**src/rtl/memPeriphPkg.sv**
```systemverilog
package memPeriphPkg;

    localparam int dataWidth = 32;
    localparam int addrWidth = 32;
    localparam int ramWords  = 256;

    typedef logic [7:0]           wordIndexT;
    typedef logic [dataWidth-1:0] busWordT;
    typedef logic [6:0]           segCodeT;
    typedef logic [17:0]          tubeT;
    typedef logic [7:0]           ledT;
    typedef logic [7:0]           switchT;

    // RAM and digit table regions are both 1 KB wide
    localparam int regionBits = 10;

    localparam logic [addrWidth-1:0] ramBase          = 32'h0000_0000;
    localparam logic [addrWidth-1:0] digitBase        = 32'h0000_0400;
    localparam logic [addrWidth-1:0] timerReloadAddr  = 32'h4000_0000;
    localparam logic [addrWidth-1:0] timerCountAddr   = 32'h4000_0004;
    localparam logic [addrWidth-1:0] timerControlAddr = 32'h4000_0008;
    localparam logic [addrWidth-1:0] ledAddr          = 32'h4000_000C;
    localparam logic [addrWidth-1:0] switchAddr       = 32'h4000_0010;
    localparam logic [addrWidth-1:0] tubeAddr         = 32'h4000_0014;

    // Word offsets seen by the targets on regAddr
    localparam wordIndexT ledOffset          = wordIndexT'((ledAddr - ledAddr) >> 2);
    localparam wordIndexT switchOffset       = wordIndexT'((switchAddr - ledAddr) >> 2);
    localparam wordIndexT tubeOffset         = wordIndexT'((tubeAddr - ledAddr) >> 2);
    localparam wordIndexT timerReloadOffset  = wordIndexT'((timerReloadAddr - timerReloadAddr) >> 2);
    localparam wordIndexT timerCountOffset   = wordIndexT'((timerCountAddr - timerReloadAddr) >> 2);
    localparam wordIndexT timerControlOffset = wordIndexT'((timerControlAddr - timerReloadAddr) >> 2);

    localparam tubeT tubeResetValue = '1;

    // Segment patterns, bit 0 is segment a
    localparam segCodeT segTable [0:9] = '{
        7'b0111111, 7'b0000110, 7'b1011011, 7'b1001111, 7'b1100110,
        7'b1101101, 7'b1111101, 7'b0000111, 7'b1111111, 7'b1101111
    };

    localparam int timerEnableBit    = 0;
    localparam int timerIrqEnableBit = 1;
    localparam int timerFlagBit      = 2;

endpackage

```
**src/rtl/digitDecoder.sv**
```systemverilog
`timescale 1ns/1ns

module digitDecoder (
    input  memPeriphPkg::wordIndexT       digitIndex,
    output memPeriphPkg::segCodeT [2:0]   segCodes
);

    memPeriphPkg::wordIndexT rem;
    logic [3:0]              hundreds;
    logic [3:0]              tens;

    always_comb begin
        rem      = digitIndex;
        hundreds = 4'd0;
        tens     = 4'd0;
        // 255 holds at most two hundreds
        for (int i = 0; i < 2; i++) begin
            if (rem >= 8'd100) begin
                rem      = rem - 8'd100;
                hundreds = hundreds + 4'd1;
            end
        end
        for (int i = 0; i < 9; i++) begin
            if (rem >= 8'd10) begin
                rem  = rem - 8'd10;
                tens = tens + 4'd1;
            end
        end
    end

    // Hundreds in the top code, ones in the bottom
    assign segCodes[2] = memPeriphPkg::segTable[hundreds];
    assign segCodes[1] = memPeriphPkg::segTable[tens];
    assign segCodes[0] = memPeriphPkg::segTable[rem[3:0]];

endmodule

```
**config.mk**
```make
export PLATFORM = sky130hd
export DESIGN_NAME = digitDecoder
export DESIGN_NICKNAME = d
export VERILOG_FILES = /design/src/rtl/memPeriphPkg.sv /design/src/rtl/digitDecoder.sv
export SDC_FILE = /design/constraint.sdc
export NUM_CORES = 1
export LEC_CHECK = 0
export BUFFER_PORTS_ARGS = -buffer_cell sky130_fd_sc_hd__clkbuf_2
export CORE_UTILIZATION = 40
export DETAILED_ROUTE_END_ITERATION = 8
export PLACE_DENSITY = 0.64
export SLEW_MARGIN = 20
export SYNTH_ARGS = -nofsm -noshare
export SYNTH_HDL_FRONTEND = slang
export SYNTH_SLANG_ARGS = --single-unit
```
**constraint.sdc**
```tcl
create_clock -name vclk -period 21.9
set_input_delay 4.38 -clock vclk [all_inputs]
set_output_delay 4.38 -clock vclk [all_outputs]
set_load 0.03 [all_outputs]
```
==> flow_metrics.py <==
metrics = {
    "logic_synthesis": {
        "yosysTopAreaCell": "ha_1",
        "synth_cells": 629,
        "yosys.area_share.adder_pct": 8.84,
        "synthSimpleGateAreaFrac_pct": 27.2,
        "synth.area.top_cells": "ha_1 8.8%, xnor2_1 6.2%, nand2_1 4.4%, nor2_1 3.0%, o21ai_0 2.7%",
        "synth.most_common_cell": "nand2_1",
        "yosys_warnings": 0,
        "synth_xor_area_share_pct": 10.1,
        "syn-num-nets": 671,
        "synth_common_cells": "56 x nand2_1, 39 x nor2_1, 34 x ha_1, 34 x xnor2_1, 31 x inv_1",
        "synth_top_area_share_pct": 8.84,
        "syn_avg_cell_area_um2": 7.65,
        "syn_area_um2": 4810,
        "yosysSeqAreaShare_pct": 0,
        "synth_top_family_by_area": "compound AO/OA/AOI/OAI gates",
        "synth.area.mux_share_pct": 4.99,
        "synth_compound_area_share_pct": 41.4,
        "synth_cell_types": 126,
    },
    "finish": {
        "area_growth_pct": 12.6,
        "final_cells": 814,
        "seq_area_um2": 0,
        "seq_cells": 0,
        "fin_nets": 715,
        "fin_area_um2": 5420,
        "diodes": 0,
        "drive_gt1_share_pct": 28.9,
        "nClkBuffers": 0,
    },
    "critical_path": {
        "required_ps": 17520,
        "arrival_ps": 16730,
        "crit_slowest_cell": "a2111o_2",
        "critPathTopFamily": "simple AND/OR/NAND/NOR gates",
        "start_kind": "input port",
        "path_class": "in -> out",
        "end_kind": "primary output",
        "path_max_fanout": 9,
        "crit_path_frequent_cell": "ha_1",
        "slowest_delay_ps": 540,
        "crit_buf_inv": 7,
    },
    "status": {
        "status": "complete, no violations",
    },
    "global_route": {
        "grt_usage_pct": 20.4,
        "grt_max_degree": 15,
        "grt_pass1_wl_mm": 22.1,
        "grt_pass1_vias": 4734,
        "antenna_found_initial": 0,
        "grt_overflow": 0,
    },
    "floorplan": {
        "initial_utilization_pct": 41.6,
        "die_h_um": 112,
        "rows": 39,
        "die_w_um": 112,
        "die_area_um2": 12500,
        "io_pins": 29,
        "core_um2": 11600,
    },
    "detailed_routing": {
        "drc_errors": 0,
        "drt_wl_total_mm": 13.3,
        "vias": 5046,
        "drtIter0Drc": 265,
        "avgViaCountPerCell": 6.20,
        "wl_per_cell_um": 16.3,
        "drtPass1Iterations": 5,
        "drtAntennaViolNets": 0,
    },
    "min_path": {
        "min_path_type": "in -> out",
        "min_from": "digitIndex[0]",
        "holdPathEnd": "segCodes[5]",
        "whs_path_depth": 4,
    },
    "timing": {
        "fmax_mhz": 47.4,
        "setup_violations": 0,
        "finalMaxSlewViolations": 0,
        "fin_setup_tns_ps": 0,
        "max-slew-margin-rel_pct": 46.2,
        "hold_viol_final": 0,
        "setup_ws_ps": 787,
        "min_period_ps": 21110,
        "period_share_pct": 96.4,
        "worstMarginPinSlew_ps": 801,
    },
    "job": {
        "cap_violations": 0,
    },
    "place": {
        "dp_worst_setup_slack_ps": -222,
        "place.gp.congestion": 0.910,
        "port_buffers": 28,
        "dp.cells": 795,
        "dp_hpwl_mm": 10.4,
        "dpl_cell_area_um2": 5130,
    },
}
## how the worst max path moves through the flow
| stage | start | to | slack, ps | cells past startpoint |
|---|---|---|---|---|
| global route | digitIndex[2] | segCodes[8] | -20 | 66 |
| CTS | digitIndex[3] | segCodes[11] | 6 | 64 |
| detailed placement | digitIndex[3] | segCodes[1] | -220 | 63 |
| finish | digitIndex[3] | segCodes[11] | 790 | 66 |
| global placement | digitIndex[3] | segCodes[1] | 210 | 63 |
| floorplan | digitIndex[3] | segCodes[12] | 40 | 69 |
## area by class of cell
class | count | area (um2)
fillers | 1127 | 6150
inverters | 36 | 138
multi-input cells | 564 | 4640
well taps | 143 | 179
repair buffers | 71 | 463
## placed cells by master (no fill, tap or decap), drive strengths merged, types with 7 or more instances in the layout
cell    instances
mux2           11
a211o           9
mux2i          10
nor3           24
nand2          56
and2           13
a21o           10
a31oi          10
xnor2          36
nor2b           7
o211ai         18
a211oi         16
inv            35
nand4           8
nor2           44
a21oi          27
clkbuf         27
o21ai          40
xor2           12
buf            44
nand3          19
ha             34
and3           11
nand2b          7
## metrics by stage
stage / util, % / hold WS (ps)
2_1_floorplan: - / 9080
3_3_place_gp: 44.3 / 9330
3_5_place_dp: 44.3 / 9330
4_1_cts: 44.6 / 9330
5_1_grt: 46.9 / 9360
6_report: 46.9 / 9330
## cell families (layout without fill, tap and decap cells)
| logic type | after synthesis | after routing |
|---|---|---|
| adders and majority gates | 34 | 34 |
| xor gates and xnor gates | 48 | 48 |
| buffers and inverters | 65 | 107 |
| AOI/OAI and AO/OA | 230 | 230 |
| muxes | 21 | 21 |
| other | 1 | 1 |
| and+or+nand+nor | 230 | 230 |
## routing by layer
layer,up-vias,wire length [um],track usage (%)
met5,-,0,0
met4,0,111,2.16
met3,12,387,0.218
met2,112,6350,36.5
met1,2406,6460,28.1
li1,2516,-,-
## what timing repair did
| action | CTS | global route |
|---|---|---|
| pin swaps | 3 | 17 |
| buffers inserted | 2 | 17 |
| endpoints found under the setup margin | 11 | 14 |
| hold buffers | 0 | 0 |
| gates resized for setup | 5 | 30 |
Power is not shown: default switching activity piles up to over one toggle a cycle in this logic, so the estimate is an artifact.
