===== src/rtl/memPeriphPkg.sv =====
package memPeriphPkg;

    localparam int dataWidth = 32;
    localparam int addrWidth = 32;
    localparam int ramWords  = 256;

    typedef logic [7:0]           wordIndexT;
    typedef logic [dataWidth-1:0] busWordT;
    typedef logic [6:0]           segCodeT;
    typedef logic [17:0]          tubeT;
    typedef logic [7:0]           ledT;
    typedef logic [7:0]           switchT;

    // RAM and digit table regions are both 1 KB wide
    localparam int regionBits = 10;

    localparam logic [addrWidth-1:0] ramBase          = 32'h0000_0000;
    localparam logic [addrWidth-1:0] digitBase        = 32'h0000_0400;
    localparam logic [addrWidth-1:0] timerReloadAddr  = 32'h4000_0000;
    localparam logic [addrWidth-1:0] timerCountAddr   = 32'h4000_0004;
    localparam logic [addrWidth-1:0] timerControlAddr = 32'h4000_0008;
    localparam logic [addrWidth-1:0] ledAddr          = 32'h4000_000C;
    localparam logic [addrWidth-1:0] switchAddr       = 32'h4000_0010;
    localparam logic [addrWidth-1:0] tubeAddr         = 32'h4000_0014;

    // Word offsets seen by the targets on regAddr
    localparam wordIndexT ledOffset          = wordIndexT'((ledAddr - ledAddr) >> 2);
    localparam wordIndexT switchOffset       = wordIndexT'((switchAddr - ledAddr) >> 2);
    localparam wordIndexT tubeOffset         = wordIndexT'((tubeAddr - ledAddr) >> 2);
    localparam wordIndexT timerReloadOffset  = wordIndexT'((timerReloadAddr - timerReloadAddr) >> 2);
    localparam wordIndexT timerCountOffset   = wordIndexT'((timerCountAddr - timerReloadAddr) >> 2);
    localparam wordIndexT timerControlOffset = wordIndexT'((timerControlAddr - timerReloadAddr) >> 2);

    localparam tubeT tubeResetValue = '1;

    // Segment patterns, bit 0 is segment a
    localparam segCodeT segTable [0:9] = '{
        7'b0111111, 7'b0000110, 7'b1011011, 7'b1001111, 7'b1100110,
        7'b1101101, 7'b1111101, 7'b0000111, 7'b1111111, 7'b1101111
    };

    localparam int timerEnableBit    = 0;
    localparam int timerIrqEnableBit = 1;
    localparam int timerFlagBit      = 2;

endpackage


===== src/rtl/periphBusIf.sv =====
`timescale 1ns/1ns

interface periphBusIf;

    memPeriphPkg::wordIndexT regAddr;
    memPeriphPkg::busWordT   writeData;
    logic                    writeStrobe;
    memPeriphPkg::busWordT   readData;

    modport ctrl (
        output regAddr,
        output writeData,
        output writeStrobe,
        input  readData
    );

    // Targets return registered read data for the ack cycle
    modport target (
        input  regAddr,
        input  writeData,
        input  writeStrobe,
        output readData
    );

endinterface


===== src/rtl/ioPorts.sv =====
`timescale 1ns/1ns

module ioPorts (
    input  logic                 Uart_send_trigger,
    input  logic                 clk,
    periphBusIf.target           bus,
    input  memPeriphPkg::switchT switch,
    output memPeriphPkg::ledT    led,
    output memPeriphPkg::tubeT   tube
);

    always_ff @(posedge Uart_send_trigger or posedge clk) begin
        if (clk) begin
            led  <= '0;
            tube <= memPeriphPkg::tubeResetValue;
        end else if (bus.writeStrobe) begin
            // Switches are input only
            if (bus.regAddr == memPeriphPkg::ledOffset) begin
                led <= bus.writeData[7:0];
            end
            if (bus.regAddr == memPeriphPkg::tubeOffset) begin
                tube <= bus.writeData[17:0];
            end
        end
    end

    always_ff @(posedge Uart_send_trigger) begin
        if (bus.regAddr == memPeriphPkg::ledOffset) begin
            bus.readData <= memPeriphPkg::busWordT'(led);
        end else if (bus.regAddr == memPeriphPkg::switchOffset) begin
            bus.readData <= memPeriphPkg::busWordT'(switch);
        end else if (bus.regAddr == memPeriphPkg::tubeOffset) begin
            bus.readData <= memPeriphPkg::busWordT'(tube);
        end else begin
            bus.readData <= '0;
        end
    end

endmodule


===== src/flat_wrapper.sv =====
// flat-port wrapper written by rule: the top's interface ports become plain ports
module ioPorts_flat 
  (Uart_send_trigger, clk, switch, led, tube, bus_regAddr, bus_writeData, bus_writeStrobe, bus_readData);
  periphBusIf bus_i ();
  input  logic Uart_send_trigger;
  input  logic clk;
  input  memPeriphPkg::switchT switch;
  output memPeriphPkg::ledT led;
  output memPeriphPkg::tubeT tube;
  input wire logic [$bits(bus_i.regAddr)-1:0] bus_regAddr;
  input wire logic [$bits(bus_i.writeData)-1:0] bus_writeData;
  input wire logic [$bits(bus_i.writeStrobe)-1:0] bus_writeStrobe;
  output wire logic [$bits(bus_i.readData)-1:0] bus_readData;
  assign bus_i.regAddr = bus_regAddr;
  assign bus_i.writeData = bus_writeData;
  assign bus_i.writeStrobe = bus_writeStrobe;
  assign bus_readData = bus_i.readData;
  ioPorts u_core (.Uart_send_trigger(Uart_send_trigger), .clk(clk), .bus(bus_i), .switch(switch), .led(led), .tube(tube));
endmodule

===== config.mk =====
export PLATFORM = sky130hd
export DESIGN_NAME = ioPorts_flat
export DESIGN_NICKNAME = d
export VERILOG_FILES = /design/src/rtl/memPeriphPkg.sv /design/src/rtl/periphBusIf.sv /design/src/rtl/ioPorts.sv /design/src/flat_wrapper.sv
export SDC_FILE = /design/constraint.sdc
export NUM_CORES = 1
export LEC_CHECK = 0
export BUFFER_PORTS_ARGS = -buffer_cell sky130_fd_sc_hd__buf_4
export CAP_MARGIN = 20
export CORE_ASPECT_RATIO = 0.7
export CORE_MARGIN = 2
export CORE_UTILIZATION = 45
export DETAILED_ROUTE_END_ITERATION = 7
export PLACE_DENSITY = 0.86
export SLEW_MARGIN = 20
export SYNTH_ARGS = -nofsm -noshare
export SYNTH_HDL_FRONTEND = slang
export SYNTH_SLANG_ARGS = --single-unit

===== constraint.sdc =====
create_clock -name Uart_send_trigger -period 1.9 [get_ports Uart_send_trigger]
set_input_delay 0.19 -clock Uart_send_trigger [delete_from_list [all_inputs] [get_ports Uart_send_trigger]]
set_output_delay 0.19 -clock Uart_send_trigger [all_outputs]
set_load 0.01 [all_outputs]

==> summary.md <==
| Metric | Value |
|---|---|
| Top Ports | `approximately 110` |
| Initial antenna violation count | `0` |
| Core area | `around 4000 um^2` |
| Crit start category | `primary input` |
| WL/cell | `13.9 um` |
| DRT Pass-1 Iters | `2` |
| Post-Place Cell Area | `2450 um^2` |
| RePlAce Congestion | `~0.71` |
| Setup Viol. Count Final | `0` |
| Total number of vias | `between 1,000 and 1,500` |
| Setup Fix Bufs, Post-CTS | `0` |
| Slowest-stage cell, CP | `nor4_4` |
| Hold Vio Cnt, Final | `0` |
| Die H | `roughly 58 um` |
| Cells along the critical path | `buf_4 -> nor4_4 -> nand4_2 -> mux2_2` |
| FMAX | `between 700 and 800 MHz` |
| Clk slew on worst S/H paths | `approximately 80 ps` |
| GRT overflow | `0` |
| Port bufs | `80` |
| Die Span X | `roughly 81 um` |
| Clk_skew | `6.63 ps` |
| Crit path DAT | `about 1500 ps` |
| Kind of critical path | `primary input to flip-flop` |
| Num Clock Sinks | `44` |
| Top Family by Delay on Critical Path | `simple AND/OR/NAND/NOR gates` |
| Crit-path max cell delay | `between 400 and 500 ps` |
| Die footprint | `~4700 um^2` |
| Hold path start | `bus_writeData[8]` |
| Worst r2r path cells | `3` |
| WL final | `just under 4 mm` |
| Number of nets with antenna violations after routing | `0` |
| Layout fillers | `~330` |
| Sequential cell area | `around 1000 um^2` |
| 1st-iter DRT viols | `22` |
| Pwr dens | `704 nW/um^2` |
| Root Buffer | `clkbuf_8` |
| CP Depth | `4` |
| Status | `complete, no violations` |
| # DRC | `0` |
| Pin count of the biggest net entering global routing | `27` |
| Share of post-route cells with drive strength above 1 | `between 60% and 70%` |
| Area grow syn2layout | `37.8%` |
| Initial Util | `47.0%` |
| CTS buffer count | `5` |
| Num rows | `19` |
| Peak VDD IR | `0.533 mV` |
| Seq/Total Area, Yosys | `55.7%` |
| Synth Warn # | `0` |
| First-pass GRT wire length | `around 6.0 mm` |
| Nets | `277` |
| Tcrit/Tclk final | `68.8%` |
| Worst slew margin | `about two thirds` |
| Post-cts resize count | `0` |
| Req. time, crit path | `2070 ps` |
| Reg2reg start | `u_core.tube[1]` |
| Measured slew at the worst slew-check pin | `509 ps` |
| Buf/Inv on CP | `1` |
| Hold Buf Count CTS | `1` |
| Max Slew Vio Count | `0` |
| Distinct cells, synth | `22` |
| DP HPWL | `about 3.0 mm` |
| Multi-input logic area | `roughly 730 um^2` |
| RSZ-0062 raised after global routing | `no` |
| Mapped Area | `approximately 1900 um^2` |
| Vias in the first global route | `about 1,300` |
| Max FO, Critical Path | `8` |
| Gate count of the mapped netlist | `142` |
| Max-cap check violation count | `0` |
| Mean Syn Cell Area | `between 10 and 15 um^2` |
| H-tree levels | `2` |
| Fin Setup TNS | `0 ps` |
| Clk buf depth | `2` |
| CP Capture Type | `flip-flop` |
| Hold path depth | `2` |
| Antenna diodes | `0` |
| Min Tclk post-route | `1310 ps` |
| Worst Hold Class | `primary input to flip-flop` |
| TritonCTS clock tree | `built` |
| FF+latch count, synth | `between 40 and 50` |
| DR vias/cell | `about 4.5` |
| Clock latency on the worst-skew pair | `a little under 300 ps` |
| Pleak | `about 0.0013 uW` |
| Crit path from | `bus_regAddr[3]` |
| GRT Total Usage | `about 18%` |
| Post-route cell area | `~2600 um^2` |
-- cell type report --
class	count	area share [%]
Clock buffer	8	3.53
Inverter	1	0.147
Multi-Input combinational cell	90	28.6
Sequential cell	44	40.5
Tap cell	52	2.55
Timing Repair Buffer	84	24.8
-- logic make-up after synthesis --
family | after synthesis | synth area share [%]
flops | 44 | 55.7
other cells | 1 | 0.202
buf+inv | 21 | 7.56
simple gates | 34 | 12.2
compound gates | 8 | 2.16
mux | 34 | 22.1
-- sequential cells by signal, indices dropped and copies added (netlist names) --
register / count
u_core.led: 8
u_core.tube: 18
u_core.bus.readData: 18
-- synth_stat cells --
cell type,number,area (um^2)
dfstp_2,18,473
dfxtp_1,18,360
mux2_2,16,180
buf_4,14,105
and3_1,10,62.6
mux2_4,10,150
nand2_1,9,33.8
a21oi_1,8,40.0
dfrtp_1,8,200
mux2i_1,8,80.1
or2_2,8,50.1
clkbuf_1,4,15.0
nor2_1,2,7.51
buf_2,1,5.00
buf_6,1,11.3
conb_1,1,3.75
inv_1,1,3.75
nand3_4,1,17.5
nand4_2,1,12.5
nor2b_1,1,6.26
nor4_4,1,21.3
nor4b_2,1,15.0
-- power breakdown --
| group | switching, uW | total [uW] | internal (uW) | leakage [uW] |
|---|---|---|---|---|
| logic | 93.6 | 216 | 122 | 0.000819 |
| clock network | 294 | 590 | 297 | 0.0000455 |
| registers | 21.1 | 993 | 972 | 0.000441 |
-- per-layer routing --
metal	vias up	GRT usage [%]	share of wire, %
met3	2	4.67	6.7
met5	-	0	0
met2	46	26.5	45
li1	622	-	-
met4	0	6.78	0.70
met1	598	24.4	47
-- final timing paths --
kind | slack, ps | endpoint
setup / recovery | 590 | u_core.led[0]
hold / removal | 140 | u_core.tube[8]
setup reg to reg | 750 | u_core.bus.readData[1]
hold reg to reg | 540 | u_core.led[5]
max in group asynchronous | 1080 | u_core.tube[12]
min in group asynchronous | 510 | u_core.led[6]
-- through the flow --
| stage | setup WS [ps] | util [%] | power, uW | hold WS, ps | instances |
|---|---|---|---|---|---|
| after floorplan | 597 | - | 1120 | 217 | 155 |
| after global placement | 288 | 62.2 | 1220 | 267 | 270 |
| after detailed placement | 259 | 62.2 | 1230 | 270 | 270 |
| after CTS | 569 | 64.7 | 1820 | 122 | 279 |
| after global routing | 511 | 64.7 | 1890 | 110 | 279 |
| final | 593 | 64.7 | 1800 | 136 | 279 |
-- layout by cell type (no fill, tap or decap) --
master | netlist | layout
dfstp_2 | 18 | 18
buf_4 | 14 | 83
mux2_4 | 10 | 10
nand4_2 | 1 | 1
dlygate4sd3_1 | 0 | 1
nor2_1 | 2 | 2
clkbuf_8 | 0 | 6
mux2_2 | 16 | 16
nor4b_2 | 1 | 1
nor2b_1 | 1 | 1
conb_1 | 1 | 14
and3_1 | 10 | 10
nand3_4 | 1 | 1
dfrtp_1 | 8 | 8
a21oi_1 | 8 | 8
dfxtp_1 | 18 | 18
inv_1 | 1 | 1
mux2i_1 | 8 | 8
nand2_1 | 9 | 9
or2_2 | 8 | 8
nor4_4 | 1 | 1
clkbuf_1 | 4 | 2
No activity file was read; power rests on OpenSTA's default activity.
