File: src/rtl/memPeriphPkg.sv
package memPeriphPkg;

    localparam int dataWidth = 32;
    localparam int addrWidth = 32;
    localparam int ramWords  = 256;

    typedef logic [7:0]           wordIndexT;
    typedef logic [dataWidth-1:0] busWordT;
    typedef logic [6:0]           segCodeT;
    typedef logic [17:0]          tubeT;
    typedef logic [7:0]           ledT;
    typedef logic [7:0]           switchT;

    // RAM and digit table regions are both 1 KB wide
    localparam int regionBits = 10;

    localparam logic [addrWidth-1:0] ramBase          = 32'h0000_0000;
    localparam logic [addrWidth-1:0] digitBase        = 32'h0000_0400;
    localparam logic [addrWidth-1:0] timerReloadAddr  = 32'h4000_0000;
    localparam logic [addrWidth-1:0] timerCountAddr   = 32'h4000_0004;
    localparam logic [addrWidth-1:0] timerControlAddr = 32'h4000_0008;
    localparam logic [addrWidth-1:0] ledAddr          = 32'h4000_000C;
    localparam logic [addrWidth-1:0] switchAddr       = 32'h4000_0010;
    localparam logic [addrWidth-1:0] tubeAddr         = 32'h4000_0014;

    // Word offsets seen by the targets on regAddr
    localparam wordIndexT ledOffset          = wordIndexT'((ledAddr - ledAddr) >> 2);
    localparam wordIndexT switchOffset       = wordIndexT'((switchAddr - ledAddr) >> 2);
    localparam wordIndexT tubeOffset         = wordIndexT'((tubeAddr - ledAddr) >> 2);
    localparam wordIndexT timerReloadOffset  = wordIndexT'((timerReloadAddr - timerReloadAddr) >> 2);
    localparam wordIndexT timerCountOffset   = wordIndexT'((timerCountAddr - timerReloadAddr) >> 2);
    localparam wordIndexT timerControlOffset = wordIndexT'((timerControlAddr - timerReloadAddr) >> 2);

    localparam tubeT tubeResetValue = '1;

    // Segment patterns, bit 0 is segment a
    localparam segCodeT segTable [0:9] = '{
        7'b0111111, 7'b0000110, 7'b1011011, 7'b1001111, 7'b1100110,
        7'b1101101, 7'b1111101, 7'b0000111, 7'b1111111, 7'b1101111
    };

    localparam int timerEnableBit    = 0;
    localparam int timerIrqEnableBit = 1;
    localparam int timerFlagBit      = 2;

endpackage

File: src/rtl/periphBusIf.sv
`timescale 1ns/1ns

interface periphBusIf;

    memPeriphPkg::wordIndexT regAddr;
    memPeriphPkg::busWordT   writeData;
    logic                    writeStrobe;
    memPeriphPkg::busWordT   readData;

    modport ctrl (
        output regAddr,
        output writeData,
        output writeStrobe,
        input  readData
    );

    // Targets return registered read data for the ack cycle
    modport target (
        input  regAddr,
        input  writeData,
        input  writeStrobe,
        output readData
    );

endinterface

File: src/rtl/intervalTimer.sv
`timescale 1ns/1ns

module intervalTimer (
    input  logic       Uart_send_trigger,
    input  logic       clk,
    periphBusIf.target bus,
    output logic       timerExpired
);

    memPeriphPkg::busWordT reload;
    memPeriphPkg::busWordT count;
    memPeriphPkg::busWordT controlWord;
    logic                  enable;
    logic                  irqEnable;
    logic                  flag;
    logic                  ctrlWrite;

    assign ctrlWrite = bus.writeStrobe && (bus.regAddr == memPeriphPkg::timerControlOffset);

    always_ff @(posedge Uart_send_trigger or posedge clk) begin
        if (clk) begin
            reload       <= '0;
            count        <= '0;
            enable       <= 1'b0;
            irqEnable    <= 1'b0;
            flag         <= 1'b0;
            timerExpired <= 1'b0;
        end else begin
            timerExpired <= flag && irqEnable;
            if (bus.writeStrobe && bus.regAddr == memPeriphPkg::timerReloadOffset) begin
                reload <= bus.writeData;
            end
            // A count write overrides the running count
            if (bus.writeStrobe && bus.regAddr == memPeriphPkg::timerCountOffset) begin
                count <= bus.writeData;
            end else if (enable) begin
                count <= (count == '1) ? reload : count + 1'b1;
            end
            if (ctrlWrite) begin
                enable    <= bus.writeData[memPeriphPkg::timerEnableBit];
                irqEnable <= bus.writeData[memPeriphPkg::timerIrqEnableBit];
                flag      <= 1'b0;
            end else if (enable && count == '1) begin
                flag <= 1'b1;
            end
        end
    end

    always_comb begin
        controlWord                                  = '0;
        controlWord[memPeriphPkg::timerEnableBit]    = enable;
        controlWord[memPeriphPkg::timerIrqEnableBit] = irqEnable;
        controlWord[memPeriphPkg::timerFlagBit]      = flag;
    end

    always_ff @(posedge Uart_send_trigger) begin
        case (bus.regAddr)
            memPeriphPkg::timerReloadOffset:  bus.readData <= reload;
            memPeriphPkg::timerCountOffset:   bus.readData <= count;
            memPeriphPkg::timerControlOffset: bus.readData <= controlWord;
            default:                          bus.readData <= '0;
        endcase
    end

endmodule

File: src/flat_wrapper.sv
// flat-port wrapper written by rule: the top's interface ports become plain ports
module intervalTimer_flat 
  (Uart_send_trigger, clk, timerExpired, bus_regAddr, bus_writeData, bus_writeStrobe, bus_readData);
  periphBusIf bus_i ();
  input  logic Uart_send_trigger;
  input  logic clk;
  output logic timerExpired;
  input wire logic [$bits(bus_i.regAddr)-1:0] bus_regAddr;
  input wire logic [$bits(bus_i.writeData)-1:0] bus_writeData;
  input wire logic [$bits(bus_i.writeStrobe)-1:0] bus_writeStrobe;
  output wire logic [$bits(bus_i.readData)-1:0] bus_readData;
  assign bus_i.regAddr = bus_regAddr;
  assign bus_i.writeData = bus_writeData;
  assign bus_i.writeStrobe = bus_writeStrobe;
  assign bus_readData = bus_i.readData;
  intervalTimer u_core (.Uart_send_trigger(Uart_send_trigger), .clk(clk), .bus(bus_i), .timerExpired(timerExpired));
endmodule
File: config.mk
export PLATFORM = sky130hd
export DESIGN_NAME = intervalTimer_flat
export DESIGN_NICKNAME = d
export VERILOG_FILES = /design/src/rtl/memPeriphPkg.sv /design/src/rtl/periphBusIf.sv /design/src/rtl/intervalTimer.sv /design/src/flat_wrapper.sv
export SDC_FILE = /design/constraint.sdc
export NUM_CORES = 1
export LEC_CHECK = 0
export BUFFER_PORTS_ARGS = -buffer_cell sky130_fd_sc_hd__buf_2
export CAP_MARGIN = 20
export CORE_MARGIN = 2
export CORE_UTILIZATION = 26
export DETAILED_ROUTE_END_ITERATION = 16
export GPL_ROUTABILITY_DRIVEN = 1
export HOLD_SLACK_MARGIN = 0.12
export PLACE_DENSITY = 0.49
export SETUP_SLACK_MARGIN = 0.15
export SLEW_MARGIN = 15
export SYNTH_ARGS = -nofsm -noshare
export SYNTH_HDL_FRONTEND = slang
export SYNTH_SLANG_ARGS = --single-unit
export TNS_END_PERCENT = 30
File: constraint.sdc
create_clock -name Uart_send_trigger -period 2.06 [get_ports Uart_send_trigger]
set_input_delay 0.103 -clock Uart_send_trigger [delete_from_list [all_inputs] [get_ports Uart_send_trigger]]
set_output_delay 0.103 -clock Uart_send_trigger [all_outputs]
set_load 0.03 [all_outputs]
==> key figures, run 1 <==
STA
  • Worst-case clock skew: 0.01180 ns
  • Fin Setup TNS: 0 ns
  • Setup-failing EPs final: 0
  • Hold Slack: 0.1482 ns
  • Slew HR: 49.05%
  • Tcrit/Tclk final: 93.33%
  • Hold Fails Final Rpt: 0
  • Worst Max-Slew Pin Slew: 0.7631 ns
  • FMAX: 0.5201 GHz
  • Unrepaired setup endpoints after global routing: yes
  • Final Slew Violations: 0
  • Min Tclk post-route: 1.923 ns
  • Setup WS post-layout: 0.1373 ns

CTS
  • Clock buffers created by TritonCTS: 9
  • Clk Latency, worst-skew pair: 0.36 ns
  • Clock transition at the registers of the reported paths: 0.07 ns
  • CTS tree: built
  • Clk sinks: 100
  • Root buffer cell: clkbuf_16
  • Max H-tree Level: 3
  • Longest Clk Path Bufs: 2

Power
  • Maximum vdd ir drop: 0.0004087 V
  • P_int: 3.920 mW
  • Register share of total power: 43.0%
  • Clock Power Share: 34.4%
  • Combinational share of power: 22.5%
  • P_sw: 1.547 mW
  • Pwr/cell area: 834.9 nW/um^2
  • Sw Ratio: 28.30%
  • Leakage power: 2.980 nW

Yosys
  • Synth warn: 0
  • #FFs+latches synth: 100
  • Post-synth EDFFs: 0
  • Dominant synthesized flop cell: dfrtp_1
  • Post-Synthesis Cells: 444
  • Mapped Nets: 488
  • Sequential fraction of the synthesis area: 50.11%
  • Avg Inst Size Synth: 10.53 um^2
  • Synth Cell Area: 4674 um^2
  • Post-synth ARST share: 68.00%
  • Cell variety after synth: 45

Outcome
  • Status: complete, no violations

GRT
  • First-pass GRT wire length: 22.55 mm
  • Initial antenna violation count: 0
  • Gr usage total: 14.79%
  • Pin count of the biggest net entering global routing: 38
  • Vias in the first global route: 4248
  • Overflow after GRT: 0

Layout
  • Non-Filler Instances: 836
  • Diodes inserted: 0
  • Nets: 646
  • Most frequent cells in the layout: buf_2 (75), dfrtp_1 (66), buf_4 (54), dlygate4sd3_1 (36), mux2_2 (35)
  • Finished Core Util: 36.83%
  • Area growth syn-to-layout: 40.07%
  • Most common cell after layout, fill and taps aside: buf_2
  • Ratio of cells with drive above 1 in the final layout: 34.76%

Route
  • Initial drt markers: 270
  • DR WL/cell: 16.55 um
  • DRT antenna net count: 0
  • Post-route DRC: 0
  • Final WL: 13.84 mm
  • Via-per-instance ratio: 4.880
  • Initial DRT Pass Iterations: 4
  • Total number of vias: 4080

Placement
  • Buffers on Ports: 75
  • Pre-CTS worst setup slack: -0.02548 ns
  • DP Wirelength: 9.290 mm
  • Routability Congestion: 0.8523
  • Placed insts: 771

Worst setup path
  • WP data arrival: 2.16 ns
  • CP dominant cell by count: nand4_1
  • Data required, critical path: 2.30 ns
  • Critical setup path kind: reg2reg
  • Reg-to-Reg Start: u_core.count[2]
  • WP buf/inv: 2
  • Crit end category: register
  • R2R setup slack: 0.14 ns
  • Reg2reg end: u_core.count[21]
  • Worst reg-to-reg path cell count: 7
  • Critical path's top delay family: flip-flops
  • Crit-path max FO: 6
  • Slowest stage delay, CP: 0.48 ns
  • CP Cell Sequence: nand4_1, buf_6, nor4_2, buf_4, nand4_1, xnor2_1, a221o_1
  • Critical-path top delay cell: dfrtp_1
  • CP Launch Type: register

Die
  • Num rows: 49
  • Die Ht: 138.1 um
  • Top Ports: 76
  • Starting density of the core: 26.29%
  • Full die area: 19070 um^2
  • Core outline area: 17780 um^2
  • Die outline width: 138.1 um

Flow run
  • MaxCap Viol Count: 0

Worst hold path
  • Hold worst-path end: u_core.bus.readData[1]
  • Hold_sp: bus_regAddr[1]
  • Path category of the worst min-delay check: in2reg
  • Hold depth: 4
==> worst reg2reg max path, cell delays in order, from the launching register on <==
cell and delay [ns]:
dfrtp_1 0.48, nand4_1 0.23, buf_6 0.19, nor4_2 0.14
buf_4 0.19, nand4_1 0.11, xnor2_1 0.16, a221o_1 0.32
==> metal layers <==
| layer | GRT usage (%) | part of all wire [%] | up-vias |
|---|---|---|---|
| li1 | - | - | 1961 |
| met1 | 19.12 | 46 | 2019 |
| met2 | 24.31 | 48 | 83 |
| met3 | 3.637 | 4.3 | 17 |
| met4 | 5.048 | 1.7 | 0 |
| met5 | 0 | 0 | - |
==> cell families (layout without fill, tap and decap cells) <==
kind of cell / Yosys count / after routing / share of synthesized area [%]
multiplexers: 47 / 47 / 11.00
buffers and inverters: 36 / 199 / 3.400
flip-flops: 100 / 100 / 50.11
AO/OA/AOI/OAI: 117 / 117 / 17.05
XOR/XNOR: 23 / 23 / 4.309
adder cells (fa/ha/maj): 1 / 1 / 0.2676
AND/OR/NAND/NOR: 120 / 120 / 13.86
==> cells in the mapped netlist (2+ instances only) <==
master    instances  area [um^2]
dfrtp_1          68         1702
mux2_2           35        394.1
dfxtp_1          32        640.6
a22o_1           30        262.8
o21ai_0          29        145.1
a21oi_1          27        135.1
nand2_1          26        97.59
nor2_1           23        86.33
and3_1           17        106.4
clkbuf_1         15        56.30
mux2i_1          12        120.1
xnor2_1          12        105.1
nand4_1          11        68.82
xor2_1           11        96.34
buf_2            10        50.05
nor3_1           10        50.05
nand3_1           9        45.04
inv_1             7        26.28
a211oi_1          6        45.04
a221o_1           5        50.05
nor4_1            5        31.28
a31oi_1           4        25.02
and4_1            4        35.03
o31ai_1           4        30.03
or3_1             4        25.02
and2_1            3        18.77
nor2b_1           3        18.77
a311oi_1          2        17.52
a31o_2            2        17.52
buf_1             2        7.510
or4_1             2        15.01
==> sequential cells by signal, summed over array words and instances (netlist names) <==
register	flops
u_core.bus.readData	32
u_core.count	32
u_core.reload	32
u_core.enable	1
u_core.flag	1
u_core.irqEnable	1
u_core.timerExpired	1
==> what timing repair did <==
item,CTS,global route
gates cloned,0,0
endpoints found under the setup margin,28,32
hold endpoints to repair,99,0
hold buffers,36,0
resized for setup,14,12
buffers inserted,6,7
pin swaps,6,16
==> power groups by stage <==
stage	Clock, mW	Sequential [mW]	Combinational, mW
3_5_place_dp	0	2.38	1.08
4_1_cts	1.92	2.35	1.20
5_1_grt	2.01	2.38	1.38
3_3_place_gp	0	2.37	1.06
2_1_floorplan	0	2.42	0.573
6_report	1.88	2.35	1.23
==> metrics by stage <==
step	power (mW)	area, um^2
global placement	3.435	5659
global route	5.768	6548
floorplan	2.993	4710
detailed placement	3.459	5659
finish	5.467	6548
CTS	5.476	6454
==> area by class of cell <==
| class | instances | area, um^2 |
|---|---|---|
| Tap cell | 229 | 286.5 |
| Timing Repair Buffer | 176 | 1291 |
| Fill cell | 1799 | 11230 |
| Multi-Input combinational cell | 308 | 2272 |
| Inverter | 7 | 26.28 |
| Clock inverter | 6 | 87.58 |
| Clock buffer | 10 | 239.0 |
| Sequential cell | 100 | 2345 |
==> how the worst max path moves through the flow <==
| stage | from | end | slack (ns) | depth (start not counted) |
|---|---|---|---|---|
| CTS | u_core.count[0] | u_core.count[21] | 0.12 | 8 |
| global route | u_core.count[18] | u_core.count[21] | 0.03 | 6 |
| finish | u_core.count[2] | u_core.count[21] | 0.14 | 7 |
| global placement | u_core.count[1] | u_core.count[9] | 0.09 | 7 |
| floorplan | u_core.count[0] | u_core.count[31] | 0.18 | 6 |
| detailed placement | u_core.count[1] | u_core.count[12] | -0.03 | 7 |
Note: power is estimated with default switching activity, not from simulation.
==> inputs of run 2 (changes only) <==
Settings changed: CORE_ASPECT_RATIO set to 1.25, MAX_ROUTING_LAYER set to met4.
==> key figures, run 2 (same netlist as run 1, synthesis figures left out) <==
CTS
  • Root buffer cell: clkbuf_16
  • CTS tree: built
  • Max H-tree Level: 3 (unchanged)
  • Clk sinks: 100 (unchanged)
  • Clock transition at the registers of the reported paths: 0.06 ns (about the same)
  • Clock buffers created by TritonCTS: 9 (unchanged)
  • Clk Latency, worst-skew pair: 0.34 ns (-0.02 ns)
  • Longest Clk Path Bufs: 2 (unchanged)

Layout
  • Nets: 639 (-1.1%)
  • Area growth syn-to-layout: 37.42%
  • Largest regs: u_core.bus.readData (32), u_core.count (32), u_core.reload (32)
  • Most common cell after layout, fill and taps aside: buf_2
  • Ratio of cells with drive above 1 in the final layout: 33.67% (-1.1 points)
  • Most frequent cells in the layout: buf_2 (75), dfrtp_1 (68), buf_4 (55), mux2_2 (35), dlygate4sd3_1 (34)
  • Final instance area: 6424 um^2 (-1.9%)
  • Diodes inserted: 0 (unchanged)

Worst setup path
  • Reg2reg end: u_core.count[31]
  • Reg-to-Reg Start: u_core.count[1]
  • Crit-path max FO: 4 (-2)
  • Crit end category: register
  • CP Launch Type: register
  • Worst reg-to-reg path cell count: 6 (-1)
  • Data required, critical path: 2.27 ns (-0.03 ns)
  • WP data arrival: 2.10 ns (-0.06 ns)
  • Critical setup path kind: reg2reg
  • R2R setup slack: 0.17 ns (+0.03 ns)

Worst hold path
  • Path category of the worst min-delay check: in2reg
  • Hold worst-path end: u_core.bus.readData[1]
  • Hold_sp: bus_regAddr[2]
  • Hold depth: 4 (unchanged)

STA
  • Hold Fails Final Rpt: 0 (unchanged)
  • Worst-case clock skew: 0.005857 ns (-0.005940 ns)
  • Worst Max-Slew Pin Slew: 0.5137 ns (-0.2494 ns)
  • Min Tclk post-route: 1.891 ns (-0.03180 ns)
  • Hold Slack: 0.1424 ns (-0.005728 ns)
  • Fin Setup TNS: 0 ns (unchanged)
  • Final Slew Violations: 0 (unchanged)
  • FMAX: 0.5289 GHz (+1.7%)
  • Slew HR: 65.71% (+17 points)
  • Setup-failing EPs final: 0 (unchanged)
  • Unrepaired setup endpoints after global routing: yes
  • Tcrit/Tclk final: 91.79% (-1.5 points)

Placement
  • Buffers on Ports: 75 (unchanged)
  • DP Wirelength: 9.386 mm (+1.0%)
  • Post-DP Area: 5635 um^2 (-0.42%)
  • Routability Congestion: 0.8035 (-5.7%)

Die
  • Starting density of the core: 26.61% (+0.32 points)
  • Die Ht: 153.9 um (+11%)
  • Core outline area: 17570 um^2 (-1.2%)
  • Top Ports: 76 (unchanged)
  • Die outline width: 123.9 um (-10%)
  • Full die area: 19070 um^2 (about the same)
  • Num rows: 54 (+10%)

Route
  • Via-per-instance ratio: 4.967 (+1.8%)
  • DR WL/cell: 17.03 um (+2.9%)
  • Initial drt markers: 199 (-26%)
  • DRT antenna net count: 0 (unchanged)
  • Final WL: 14.04 mm (+1.4%)
  • Total number of vias: 4093 (+0.32%)
  • Post-route DRC: 0 (unchanged)
  • Initial DRT Pass Iterations: 5 (+1)

GRT
  • Overflow after GRT: 0 (unchanged)
  • Initial antenna violation count: 0 (unchanged)
  • First-pass GRT wire length: 22.09 mm (-2.0%)
  • Vias in the first global route: 4170 (-1.8%)
  • Pin count of the biggest net entering global routing: 69 (+82%)
  • Gr usage total: 15.35% (+0.56 points)

Flow run
  • MaxCap Viol Count: 0 (unchanged)

Outcome
  • Status: complete, no violations

Power
  • Pwr/cell area: 814.1 nW/um^2 (-2.5%)
  • Maximum vdd ir drop: 0.0003997 V (-2.2%)
  • Leakage power: 2.923 nW (-1.9%)
  • Final Power: 5.229 mW (-4.3%)
==> run 2: cell types whose count changed in the layout (fill, tap and decap cells not counted), sizes merged <==
cell | before | now
buf | 140 | 135
clkbuf | 10 | 14
clkinv | 4 | 1
dlygate4sd3 | 36 | 34
bufinv | 2 | 1
==> run 2: routing by layer <==
layer | global-route usage (%) | share of wire [%]
met4 | 4.548 | 1.3
met2 | 25.33 | 50
met1 | 19.20 | 44
met3 | 2.559 | 4.3
met5 | - | 0
==> run 2: where the power goes <==
part / switching, mW / internal [mW]
clock: 0.721 / 0.977
sequential: 0.173 / 2.16
combinational: 0.572 / 0.627
==> run 2: through the flow <==
step	setup slack, ns	utilization [%]	cells
final	0.1691	36.57	824
after global routing	0.06518	36.57	824
after CTS	0.1586	35.99	815
after detailed placement	0.05153	32.08	762
after global placement	0.08844	32.08	762
after floorplan	0.1766	-	444
==> run 2: worst max-delay path, cell delays in order, from the launching register on <==
cell and delay (ns):
dfrtp_1 0.40, ha_4 0.17, nand3_4 0.10, or4_4 0.59, mux2_2 0.29, o21ai_1 0.13, a31oi_1 0.09
==> run 2: how the worst max path moves through the flow <==
stage                                start          endpoint  slack [ns]  depth (start not counted)
after global routing      u_core.count[14]  u_core.count[21]        0.07                          7
after detailed placement   u_core.count[6]  u_core.count[31]        0.05                          5
after CTS                  u_core.count[0]  u_core.count[21]        0.16                          8
after global placement     u_core.count[6]  u_core.count[31]        0.09                          5
final                      u_core.count[1]  u_core.count[31]        0.17                          6
after floorplan            u_core.count[0]  u_core.count[31]        0.18                          6
==> run 2: timing repair <==
item                       CTS  global route
setup buffers                3             9
cloned                       0             0
hold endpoints to repair   133             0
setup endpoints to repair   19            30
pin swaps                    1             5
gates resized for setup      9             5
hold buffers                34             0
==> run 2: layout make-up <==
cell class                      instances  area, um^2
Timing Repair Buffer                  169        1220
Inverter                                7       26.28
Clock buffer                           14       254.0
Fill cell                            1805       11140
Sequential cell                       100        2342
Tap cell                              224       280.3
Multi-Input combinational cell        308        2266
Clock inverter                          2       35.03
