<file path="config.mk">
export PLATFORM = sky130hd
export DESIGN_NAME = busController_flat
export DESIGN_NICKNAME = d
export VERILOG_FILES = /design/src/rtl/memPeriphPkg.sv /design/src/rtl/periphBusIf.sv /design/src/rtl/busController.sv /design/src/flat_wrapper.sv
export SDC_FILE = /design/constraint.sdc
export NUM_CORES = 1
export LEC_CHECK = 0
export ABC_AREA = 1
export BUFFER_PORTS_ARGS = -buffer_cell sky130_fd_sc_hd__buf_2
export CELL_PAD_IN_SITES_DETAIL_PLACEMENT = 1
export CELL_PAD_IN_SITES_GLOBAL_PLACEMENT = 2
export CORE_MARGIN = 4
export CORE_UTILIZATION = 15
export CTS_BUF_LIST = sky130_fd_sc_hd__clkbuf_8
export DETAILED_ROUTE_END_ITERATION = 12
export MAX_ROUTING_LAYER = met4
export PLACE_DENSITY_LB_ADDON = 0.1
export REMOVE_ABC_BUFFERS = 1
export SYNTH_ARGS = -nofsm -noshare
export SYNTH_HDL_FRONTEND = slang
export SYNTH_SLANG_ARGS = --single-unit
</file>
<file path="constraint.sdc">
create_clock -name Uart_send_trigger -period 2.5 [get_ports Uart_send_trigger]
set_clock_uncertainty 0.15 [all_clocks]
set_input_delay 0.375 -clock Uart_send_trigger [delete_from_list [all_inputs] [get_ports Uart_send_trigger]]
set_output_delay 0.375 -clock Uart_send_trigger [all_outputs]
set_load 0.1 [all_outputs]
</file>
<file path="src/rtl/memPeriphPkg.sv">
package memPeriphPkg;

    localparam int dataWidth = 32;
    localparam int addrWidth = 32;
    localparam int ramWords  = 256;

    typedef logic [7:0]           wordIndexT;
    typedef logic [dataWidth-1:0] busWordT;
    typedef logic [6:0]           segCodeT;
    typedef logic [17:0]          tubeT;
    typedef logic [7:0]           ledT;
    typedef logic [7:0]           switchT;

    // RAM and digit table regions are both 1 KB wide
    localparam int regionBits = 10;

    localparam logic [addrWidth-1:0] ramBase          = 32'h0000_0000;
    localparam logic [addrWidth-1:0] digitBase        = 32'h0000_0400;
    localparam logic [addrWidth-1:0] timerReloadAddr  = 32'h4000_0000;
    localparam logic [addrWidth-1:0] timerCountAddr   = 32'h4000_0004;
    localparam logic [addrWidth-1:0] timerControlAddr = 32'h4000_0008;
    localparam logic [addrWidth-1:0] ledAddr          = 32'h4000_000C;
    localparam logic [addrWidth-1:0] switchAddr       = 32'h4000_0010;
    localparam logic [addrWidth-1:0] tubeAddr         = 32'h4000_0014;

    // Word offsets seen by the targets on regAddr
    localparam wordIndexT ledOffset          = wordIndexT'((ledAddr - ledAddr) >> 2);
    localparam wordIndexT switchOffset       = wordIndexT'((switchAddr - ledAddr) >> 2);
    localparam wordIndexT tubeOffset         = wordIndexT'((tubeAddr - ledAddr) >> 2);
    localparam wordIndexT timerReloadOffset  = wordIndexT'((timerReloadAddr - timerReloadAddr) >> 2);
    localparam wordIndexT timerCountOffset   = wordIndexT'((timerCountAddr - timerReloadAddr) >> 2);
    localparam wordIndexT timerControlOffset = wordIndexT'((timerControlAddr - timerReloadAddr) >> 2);

    localparam tubeT tubeResetValue = '1;

    // Segment patterns, bit 0 is segment a
    localparam segCodeT segTable [0:9] = '{
        7'b0111111, 7'b0000110, 7'b1011011, 7'b1001111, 7'b1100110,
        7'b1101101, 7'b1111101, 7'b0000111, 7'b1111111, 7'b1101111
    };

    localparam int timerEnableBit    = 0;
    localparam int timerIrqEnableBit = 1;
    localparam int timerFlagBit      = 2;

endpackage

</file>
<file path="src/rtl/periphBusIf.sv">
`timescale 1ns/1ns

interface periphBusIf;

    memPeriphPkg::wordIndexT regAddr;
    memPeriphPkg::busWordT   writeData;
    logic                    writeStrobe;
    memPeriphPkg::busWordT   readData;

    modport ctrl (
        output regAddr,
        output writeData,
        output writeStrobe,
        input  readData
    );

    // Targets return registered read data for the ack cycle
    modport target (
        input  regAddr,
        input  writeData,
        input  writeStrobe,
        output readData
    );

endinterface

</file>
<file path="src/rtl/busController.sv">
`timescale 1ns/1ns

module busController (
    input  logic                                   Uart_send_trigger,
    input  logic                                   clk,
    input  logic                                   cyc,
    input  logic                                   stb,
    input  logic                                   we,
    input  logic [memPeriphPkg::addrWidth-1:0]     adr,
    input  memPeriphPkg::busWordT                  datWrite,
    output memPeriphPkg::busWordT                  datRead,
    output logic                                   ack,
    output memPeriphPkg::wordIndexT                digitIndex,
    input  memPeriphPkg::segCodeT [2:0]            segCodes,
    periphBusIf.ctrl                               ramBus,
    periphBusIf.ctrl                               ioBus,
    periphBusIf.ctrl                               timerBus
);

    logic                  accept;
    logic                  hitRam;
    logic                  hitDigit;
    logic                  hitIo;
    logic                  hitTimer;
    logic                  selRam;
    logic                  selDigit;
    logic                  selIo;
    logic                  selTimer;
    memPeriphPkg::busWordT digitData;

    // A request is taken only while no ack is pending
    assign accept = cyc && stb && !ack;

    assign hitRam   = (adr >> memPeriphPkg::regionBits) ==
                      (memPeriphPkg::ramBase >> memPeriphPkg::regionBits);
    assign hitDigit = (adr >> memPeriphPkg::regionBits) ==
                      (memPeriphPkg::digitBase >> memPeriphPkg::regionBits);
    assign hitIo    = (adr == memPeriphPkg::ledAddr) || (adr == memPeriphPkg::switchAddr) ||
                      (adr == memPeriphPkg::tubeAddr);
    assign hitTimer = (adr == memPeriphPkg::timerReloadAddr) ||
                      (adr == memPeriphPkg::timerCountAddr) ||
                      (adr == memPeriphPkg::timerControlAddr);

    assign digitIndex = adr[9:2];

    assign ramBus.regAddr   = adr[9:2];
    assign ioBus.regAddr    = memPeriphPkg::wordIndexT'((adr - memPeriphPkg::ledAddr) >> 2);
    assign timerBus.regAddr = memPeriphPkg::wordIndexT'((adr - memPeriphPkg::timerReloadAddr) >> 2);

    assign ramBus.writeData   = datWrite;
    assign ioBus.writeData    = datWrite;
    assign timerBus.writeData = datWrite;

    always_ff @(posedge Uart_send_trigger or posedge clk) begin
        if (clk) begin
            ack                  <= 1'b0;
            ramBus.writeStrobe   <= 1'b0;
            ioBus.writeStrobe    <= 1'b0;
            timerBus.writeStrobe <= 1'b0;
            selRam               <= 1'b0;
            selDigit             <= 1'b0;
            selIo                <= 1'b0;
            selTimer             <= 1'b0;
        end else begin
            ack                  <= accept;
            ramBus.writeStrobe   <= accept && we && hitRam;
            ioBus.writeStrobe    <= accept && we && hitIo;
            timerBus.writeStrobe <= accept && we && hitTimer;
            if (accept) begin
                selRam   <= hitRam;
                selDigit <= hitDigit;
                selIo    <= hitIo;
                selTimer <= hitTimer;
            end
        end
    end

    always_ff @(posedge Uart_send_trigger) begin
        if (accept) begin
            digitData <= memPeriphPkg::busWordT'(segCodes);
        end
    end

    // Unmapped addresses fall through to zero
    always_comb begin
        if (selRam) begin
            datRead = ramBus.readData;
        end else if (selDigit) begin
            datRead = digitData;
        end else if (selIo) begin
            datRead = ioBus.readData;
        end else if (selTimer) begin
            datRead = timerBus.readData;
        end else begin
            datRead = '0;
        end
    end

endmodule

</file>
<file path="src/flat_wrapper.sv">
// flat-port wrapper written by rule: the top's interface ports become plain ports
module busController_flat 
  (Uart_send_trigger, clk, cyc, stb, we, adr, datWrite, datRead, ack, digitIndex, segCodes, ramBus_regAddr, ramBus_writeData, ramBus_writeStrobe, ramBus_readData, ioBus_regAddr, ioBus_writeData, ioBus_writeStrobe, ioBus_readData, timerBus_regAddr, timerBus_writeData, timerBus_writeStrobe, timerBus_readData);
  periphBusIf ramBus_i ();
  periphBusIf ioBus_i ();
  periphBusIf timerBus_i ();
  input  logic Uart_send_trigger;
  input  logic clk;
  input  logic cyc;
  input  logic stb;
  input  logic we;
  input  logic [memPeriphPkg::addrWidth-1:0] adr;
  input  memPeriphPkg::busWordT datWrite;
  output memPeriphPkg::busWordT datRead;
  output logic ack;
  output memPeriphPkg::wordIndexT digitIndex;
  input  memPeriphPkg::segCodeT [2:0] segCodes;
  output wire logic [$bits(ramBus_i.regAddr)-1:0] ramBus_regAddr;
  output wire logic [$bits(ramBus_i.writeData)-1:0] ramBus_writeData;
  output wire logic [$bits(ramBus_i.writeStrobe)-1:0] ramBus_writeStrobe;
  input wire logic [$bits(ramBus_i.readData)-1:0] ramBus_readData;
  output wire logic [$bits(ioBus_i.regAddr)-1:0] ioBus_regAddr;
  output wire logic [$bits(ioBus_i.writeData)-1:0] ioBus_writeData;
  output wire logic [$bits(ioBus_i.writeStrobe)-1:0] ioBus_writeStrobe;
  input wire logic [$bits(ioBus_i.readData)-1:0] ioBus_readData;
  output wire logic [$bits(timerBus_i.regAddr)-1:0] timerBus_regAddr;
  output wire logic [$bits(timerBus_i.writeData)-1:0] timerBus_writeData;
  output wire logic [$bits(timerBus_i.writeStrobe)-1:0] timerBus_writeStrobe;
  input wire logic [$bits(timerBus_i.readData)-1:0] timerBus_readData;
  assign ramBus_regAddr = ramBus_i.regAddr;
  assign ramBus_writeData = ramBus_i.writeData;
  assign ramBus_writeStrobe = ramBus_i.writeStrobe;
  assign ramBus_i.readData = ramBus_readData;
  assign ioBus_regAddr = ioBus_i.regAddr;
  assign ioBus_writeData = ioBus_i.writeData;
  assign ioBus_writeStrobe = ioBus_i.writeStrobe;
  assign ioBus_i.readData = ioBus_readData;
  assign timerBus_regAddr = timerBus_i.regAddr;
  assign timerBus_writeData = timerBus_i.writeData;
  assign timerBus_writeStrobe = timerBus_i.writeStrobe;
  assign timerBus_i.readData = timerBus_readData;
  busController u_core (.Uart_send_trigger(Uart_send_trigger), .clk(clk), .cyc(cyc), .stb(stb), .we(we), .adr(adr), .datWrite(datWrite), .datRead(datRead), .ack(ack), .digitIndex(digitIndex), .segCodes(segCodes), .ramBus(ramBus_i), .ioBus(ioBus_i), .timerBus(timerBus_i));
endmodule
</file>
==> out/metrics.cfg, run 1 <==
[clock_tree]
cts_buffers = 5
root_buffer = clkbuf_8
htree_num_levels = 2
clk_pin_slew_ns = 0.07
cts_tree = built
cts.sinks = 29
clkLatencyLatePin_ns = 0.28
cts_max_path_buffers = 2

[setup_path]
crit_path_top_delay_cell = dfrtp_1
crit_start = u_core.selIo$_DFFE_PP0N_
reg2reg_slack_ns = 1.08
path_class = flip-flop to output port
end_kind = output port
cp.arrival_ns = 1.89
r2r_start = u_core.ack$_DFF_PP0_
crit_required_ns = 1.98
cp_max_fo = 22
r2r_cells = 5
cpPeakStageDelay_ns = 0.46
cp-start-kind = flip-flop
r2r_end = u_core.ioBus.writeStrobe$_DFF_PP0_
crit_family = buffers and inverters
cp.buffers_inverters = 3
path_cells = buf_6, buf_4, a22oi_1, o21ai_0, buf_12

[placement]
dpl-instance-area_um2 = 4133
port_buffers = 221
place_congestion = 0.8204
hpwl_mm = 15.69
pre_cts_ws_ns = 0.2899

[floorplan]
die_w_um = 151.4
dieArea_um2 = 22910
ios = 350
coreArea_um2 = 20230
fp.dieH_um = 151.4
num_rows = 52
start_util = 0.1524

[sta]
fin_hold_ws_ns = 0.1066
period_share = 0.9644
fin_crit_ns = 2.411
hold_viol = 0
setup_slack_ns = 0.08898
tightest_slew_ns = 0.5253
finalSetupTns_ns = 0
max_freq_mhz = 414.8
max_slew_margin = 0.6522
slew_viol_final = 0
finalSetupViolCount = 0
rsz0062_at_grt = true

[yosys]
synth_compound_area_frac = 0.1534
synth_fa_ha_area_frac = 0.01623
synth_seq_cells = 29
yosys.area_share.simple = 0.1822
synthTopCellsByArea = buf_4 (30%), edfxtp_1 (20%), nand2_1 (13%), dfrtp_1 (6.5%), o21ai_1 (4.9%)
syn-cell-area_um2 = 3083
synthXorXnorAreaFrac = 0.008523
yosysTopAreaCell = buf_4
yosysUniqueCellTypes = 26
ys_seq_area_frac = 0.2695
synthMuxAreaShare = 0
syn_area_per_cell_um2 = 7.104
yosysWarnings = 0
synthCells = 434
synth_top_area_share = 0.2971
synth_top_family_by_area = buffers and inverters

[global_routing]
grt_pass1_wl_mm = 24.07
antenna_found_initial = 4
grt_overflow = 0
grt_max_degree = 34
grt_pass1_vias = 3346
grt_usage = 0.1520

[cells_and_area]
multi_input_area_um2 = 1111
drive_above_1_share = 0.4596
syn_to_final_growth_pct = 39.69
layout.nets = 733
nFillCells = 2485
design_area_um2 = 4307
regArea_um2 = 832.0

[pwr]
powerDensity_nw_per_um2 = 335.7
vdd_drop_max_v = 0.0001737
leakagePower_nw = 2.077
fin_total_pwr_mw = 1.446

[routing]
drtIter0Drc = 112
wire_per_inst_um = 21.94
drtPass1Iterations = 4
drc = 0
viasPerCell = 3.928
vias = 3217
detail-route-antenna-nets = 0
routed_wl_mm = 17.97

[hold_path]
hold_start = segCodes[8]
hold_depth = 1
min_path_type = input port to flip-flop
holdPathEnd = u_core.digitData[8]$_DFFE_PN_

[outcome]
status = finished clean

[job]
drv_cap = 0

## stage by stage
stage,cells,utilization
final,819,0.2128
after global routing,818,0.2127
after CTS,810,0.2099
after detailed placement,801,0.2042
after global placement,801,0.2042
after floorplan,298,-
## cells by family (layout without fill, tap and decap cells)
family                   Yosys count  in the layout
XOR/XNOR                           3              3
AO/OA/AOI/OAI                     87             87
AND/OR/NAND/NOR                  139            139
buffers and inverters            172            282
flip-flops                        29             29
other                              0              5
adder cells (fa/ha/maj)            4              4
## what timing repair did
action,in CTS,in global routing
pin swaps,0,1
buffers inserted,0,4
gates resized for setup,1,4
endpoints found under the setup margin,8,16
hold buffers,1,0
endpoints found under the hold margin,8,0
## where the power goes
group | total, mW | internal [mW] | switching [mW]
Combinational | 0.460 | 0.126 | 0.334
Clock | 0.447 | 0.249 | 0.198
Sequential | 0.539 | 0.535 | 0.00401
## metal layers
metal,vias to the layer above,routed length (um),GRT usage
li1,1495,-,-
met1,1441,6874,0.1655
met3,7,3777,0.1341
met2,274,7225,0.2147
met5,-,0,-
met4,0,89,0.01768
## cell type report
cell class,instances,share of cell area
diodes,5,0.002905
clock buffers,7,0.02237
clock inverters,1,0.001162
inverters,36,0.03225
multi-input cells,233,0.2580
flip-flops and latches,29,0.1932
well taps,270,0.07844
repair buffers,238,0.4117
## flip-flops by register name, summed over array words and instances, names as in the netlist
signal,cells
u_core.ramBus.writeStrobe,1
u_core.digitData,21
u_core.ack,1
u_core.selRam,1
u_core.ioBus.writeStrobe,1
u_core.selIo,1
u_core.selDigit,1
u_core.selTimer,1
u_core.timerBus.writeStrobe,1
## placed cells by master, fill, tap and decap left out
cell type / instances
buf_12: 36
buf_4: 12
diode_2: 5
nor3_1: 2
dfrtp_2: 1
a31oi_1: 4
clkbuf_8: 7
dlygate4sd3_1: 1
nor2_8: 1
or2_0: 1
ha_1: 4
nand2_1: 104
dfrtp_1: 7
clkinv_2: 1
nor2_2: 2
a22oi_1: 11
clkinvlp_4: 1
a21oi_1: 17
edfxtp_1: 21
inv_1: 35
buf_2: 188
xor2_1: 2
nand3_1: 6
nand4_1: 1
o21ai_0: 18
o22ai_1: 4
o21ai_1: 33
nor2_1: 21
nor3b_1: 1
xnor2_1: 1
buf_6: 1
## worst max path at each step
stage,depth (start not counted),slack (ns),to
3_3_place_gp,5,0.33,datRead[22]
6_report,5,0.09,datRead[28]
3_5_place_dp,5,0.29,datRead[21]
4_1_cts,5,0.04,datRead[18]
5_1_grt,5,-0.02,datRead[23]
2_1_floorplan,5,-1.43,datRead[4]
## cells in the mapped netlist
library cell  instances
xor2_1                2
o21ai_0              21
ha_1                  4
buf_2                 4
nor2_2                2
nand2_1             104
nor3_1                2
a21oi_1              17
nor2_1               21
nor2_8                1
nor3b_1               1
xnor2_1               1
clkbuf_1              4
buf_4               122
edfxtp_1             21
nand4_1               1
nand3_1               6
o21ai_1              30
a22oi_1              11
o22ai_1               4
or2_0                 1
a31oi_1               4
clkbuf_2              2
inv_1                36
dfrtp_1               8
buf_6                 4
Power figures use the tool's default switching activity.
==> run 2: changes to the inputs <==
- clock period: 2.5 -> 2.25 ns (I/O delays scaled with it)
==> run 2 against run 1 <==
Total power is 18% higher. Critical endpoint is now datRead[17]. Critical path type unchanged. Via count hardly changed. Non-clock buffer count is 5 higher. Global-route usage is 0.081 points higher. Largest cell class unchanged.
==> out/metrics.cfg, run 2 (synthesis results as in run 1) <==
[outcome]
status = finished clean

[pwr]
p_seq_frac = 0.350  ; -0.023
intPower_mw = 1.085  ; +19%
leakagePower_nw = 2.233  ; +7.5%
p_sw_mw = 0.6268  ; +17%
combPwrFrac = 0.315  ; -0.003
powerDensity_nw_per_um2 = 362.6  ; +8.0%
switching_share = 0.3661  ; -0.004859
p_clk_frac = 0.335  ; +0.026
vdd_drop_max_v = 0.0001816  ; +4.6%

[sta]
tightest_slew_ns = 0.5367  ; +0.01136 ns
period_share = 0.9791
slew_viol_final = 0  ; unchanged
fin_hold_ws_ns = 0.06890  ; -0.03771 ns
fin_crit_ns = 2.203
setup_slack_ns = 0.04698  ; -0.04201 ns
max_freq_mhz = 453.9
finalSetupTns_ns = 0  ; unchanged
hold_viol = 0  ; unchanged
finalSetupViolCount = 0  ; unchanged
max_slew_margin = 0.6447  ; -0.007519
rsz0062_at_grt = true

[clock_tree]
clkLatencyLatePin_ns = 0.29  ; about the same
cts_tree = built
cts.sinks = 29  ; unchanged
htree_num_levels = 2  ; unchanged
clk_pin_slew_ns = 0.08  ; about the same
cts_max_path_buffers = 2  ; unchanged
cts_buffers = 5  ; unchanged
root_buffer = clkbuf_8

[setup_path]
path_class = flip-flop to output port
crit_family = flip-flops
cp.arrival_ns = 1.72  ; -0.17 ns
cpMostUsedCell = nand2_1
cp.buffers_inverters = 2  ; -1
crit_path_top_delay_cell = dfrtp_2
cp-start-kind = flip-flop
reg2reg_slack_ns = 0.81  ; -0.27 ns
cpPeakStageDelay_ns = 0.50  ; +0.04 ns
crit_required_ns = 1.76  ; -0.22 ns
cp_max_fo = 6  ; -73%
path_cells = nor2_8, buf_4, nand2_1, nand2_1, o21ai_1, o21ai_2, buf_12
end_kind = output port

[cells_and_area]
syn_to_final_growth_pct = 53.17
utilization = 0.2334  ; +0.02053
max_flop_register = u_core.digitData
drive_above_1_share = 0.5673  ; +0.1077
layout_commonest_cell = buf_2
regArea_um2 = 834.6  ; +0.30%
largest_reg_flops = 21  ; unchanged
nFillCells = 2438  ; -1.9%
multi_input_area_um2 = 1354  ; +22%
layout_common_cells = buf_2 (184), nand2_1 (90), buf_12 (41)
layout.nets = 739  ; +0.82%

[floorplan]
num_rows = 52  ; unchanged
dieArea_um2 = 22910  ; unchanged
start_util = 0.1524  ; unchanged
fp.dieH_um = 151.4  ; unchanged
ios = 350  ; unchanged
coreArea_um2 = 20230  ; unchanged
die_w_um = 151.4  ; unchanged

[routing]
viasPerCell = 3.897  ; -0.79%
vias = 3219  ; +0.062%
routed_wl_mm = 18.41  ; +2.5%
drtPass1Iterations = 4  ; unchanged
wire_per_inst_um = 22.28  ; +1.6%
detail-route-antenna-nets = 0  ; unchanged
drc = 0  ; unchanged
drtIter0Drc = 120  ; +7.1%

[hold_path]
min_path_type = input port to flip-flop

[placement]
pre_cts_ws_ns = 0.1811  ; -0.1087 ns
port_buffers = 221  ; unchanged
hpwl_mm = 15.45  ; -1.5%
place_congestion = 0.7814  ; -4.8%

[job]
drv_cap = 0  ; unchanged

[global_routing]
antenna_found_initial = 6  ; +2
grt_usage = 0.1528  ; +0.0008112
grt_max_degree = 34  ; unchanged
grt_pass1_wl_mm = 23.89  ; -0.72%
grt_overflow = 0  ; unchanged
grt_pass1_vias = 3310  ; -1.1%

[run 2: through the flow]
step,power [mW],cells,area (um2)
floorplan,0.7560,298,2077
global placement,1.146,802,4225
detailed placement,1.149,802,4225
CTS,1.750,817,4493
global route,1.797,826,4722
finish,1.712,826,4722
[run 2: final timing paths]
path	start	endpoint	depth (start not counted)
worst max-delay path	u_core.selIo$_DFFE_PP0N_	datRead[17]	7
worst min-delay path	segCodes[5]	u_core.digitData[5]$_DFFE_PN_	1
worst max register to register	u_core.ack$_DFF_PP0_	u_core.selRam$_DFFE_PP0N_	5
max in group asynchronous	clk	u_core.selDigit$_DFFE_PP0N_	3
min in group asynchronous	clk	u_core.ack$_DFF_PP0_	3
worst min register to register	u_core.selTimer$_DFFE_PP0N_	u_core.selTimer$_DFFE_PP0N_	2
[run 2: area by class of cell]
type,count,share of cell area
timing repair buffer,243,0.4078
multi-input combinational,234,0.2867
sequential,29,0.1767
clock inverter,3,0.009539
tap,270,0.07154
inverter,36,0.02994
antenna,6,0.003180
clock buffer,5,0.01457
[run 2: power groups by stage]
| stage | Combinational (mW) | Clock (mW) | Sequential (mW) |
|---|---|---|---|
| 3_3_place_gp | 0.536 | 0 | 0.610 |
| 6_report | 0.539 | 0.574 | 0.599 |
| 5_1_grt | 0.572 | 0.625 | 0.601 |
| 2_1_floorplan | 0.139 | 0 | 0.617 |
| 3_5_place_dp | 0.538 | 0 | 0.610 |
| 4_1_cts | 0.542 | 0.610 | 0.599 |
[run 2: per-layer routing]
layer,vias up,track usage,share of wire
li1,1519,-,-
met1,1428,0.1676,0.38
met2,268,0.2140,0.42
met3,4,0.1299,0.20
met4,0,0.02584,0.0034
met5,-,-,0
[run 2: what timing repair did]
| item | in CTS | in global routing |
|---|---|---|
| endpoints found under the hold margin | 8 | 0 |
| gates cloned | 1 | 1 |
| gates resized for setup | 34 | 48 |
| setup endpoints to repair | 32 | 32 |
| pin swaps | 1 | 8 |
| hold buffers | 1 | 0 |
| buffers inserted | 5 | 2 |
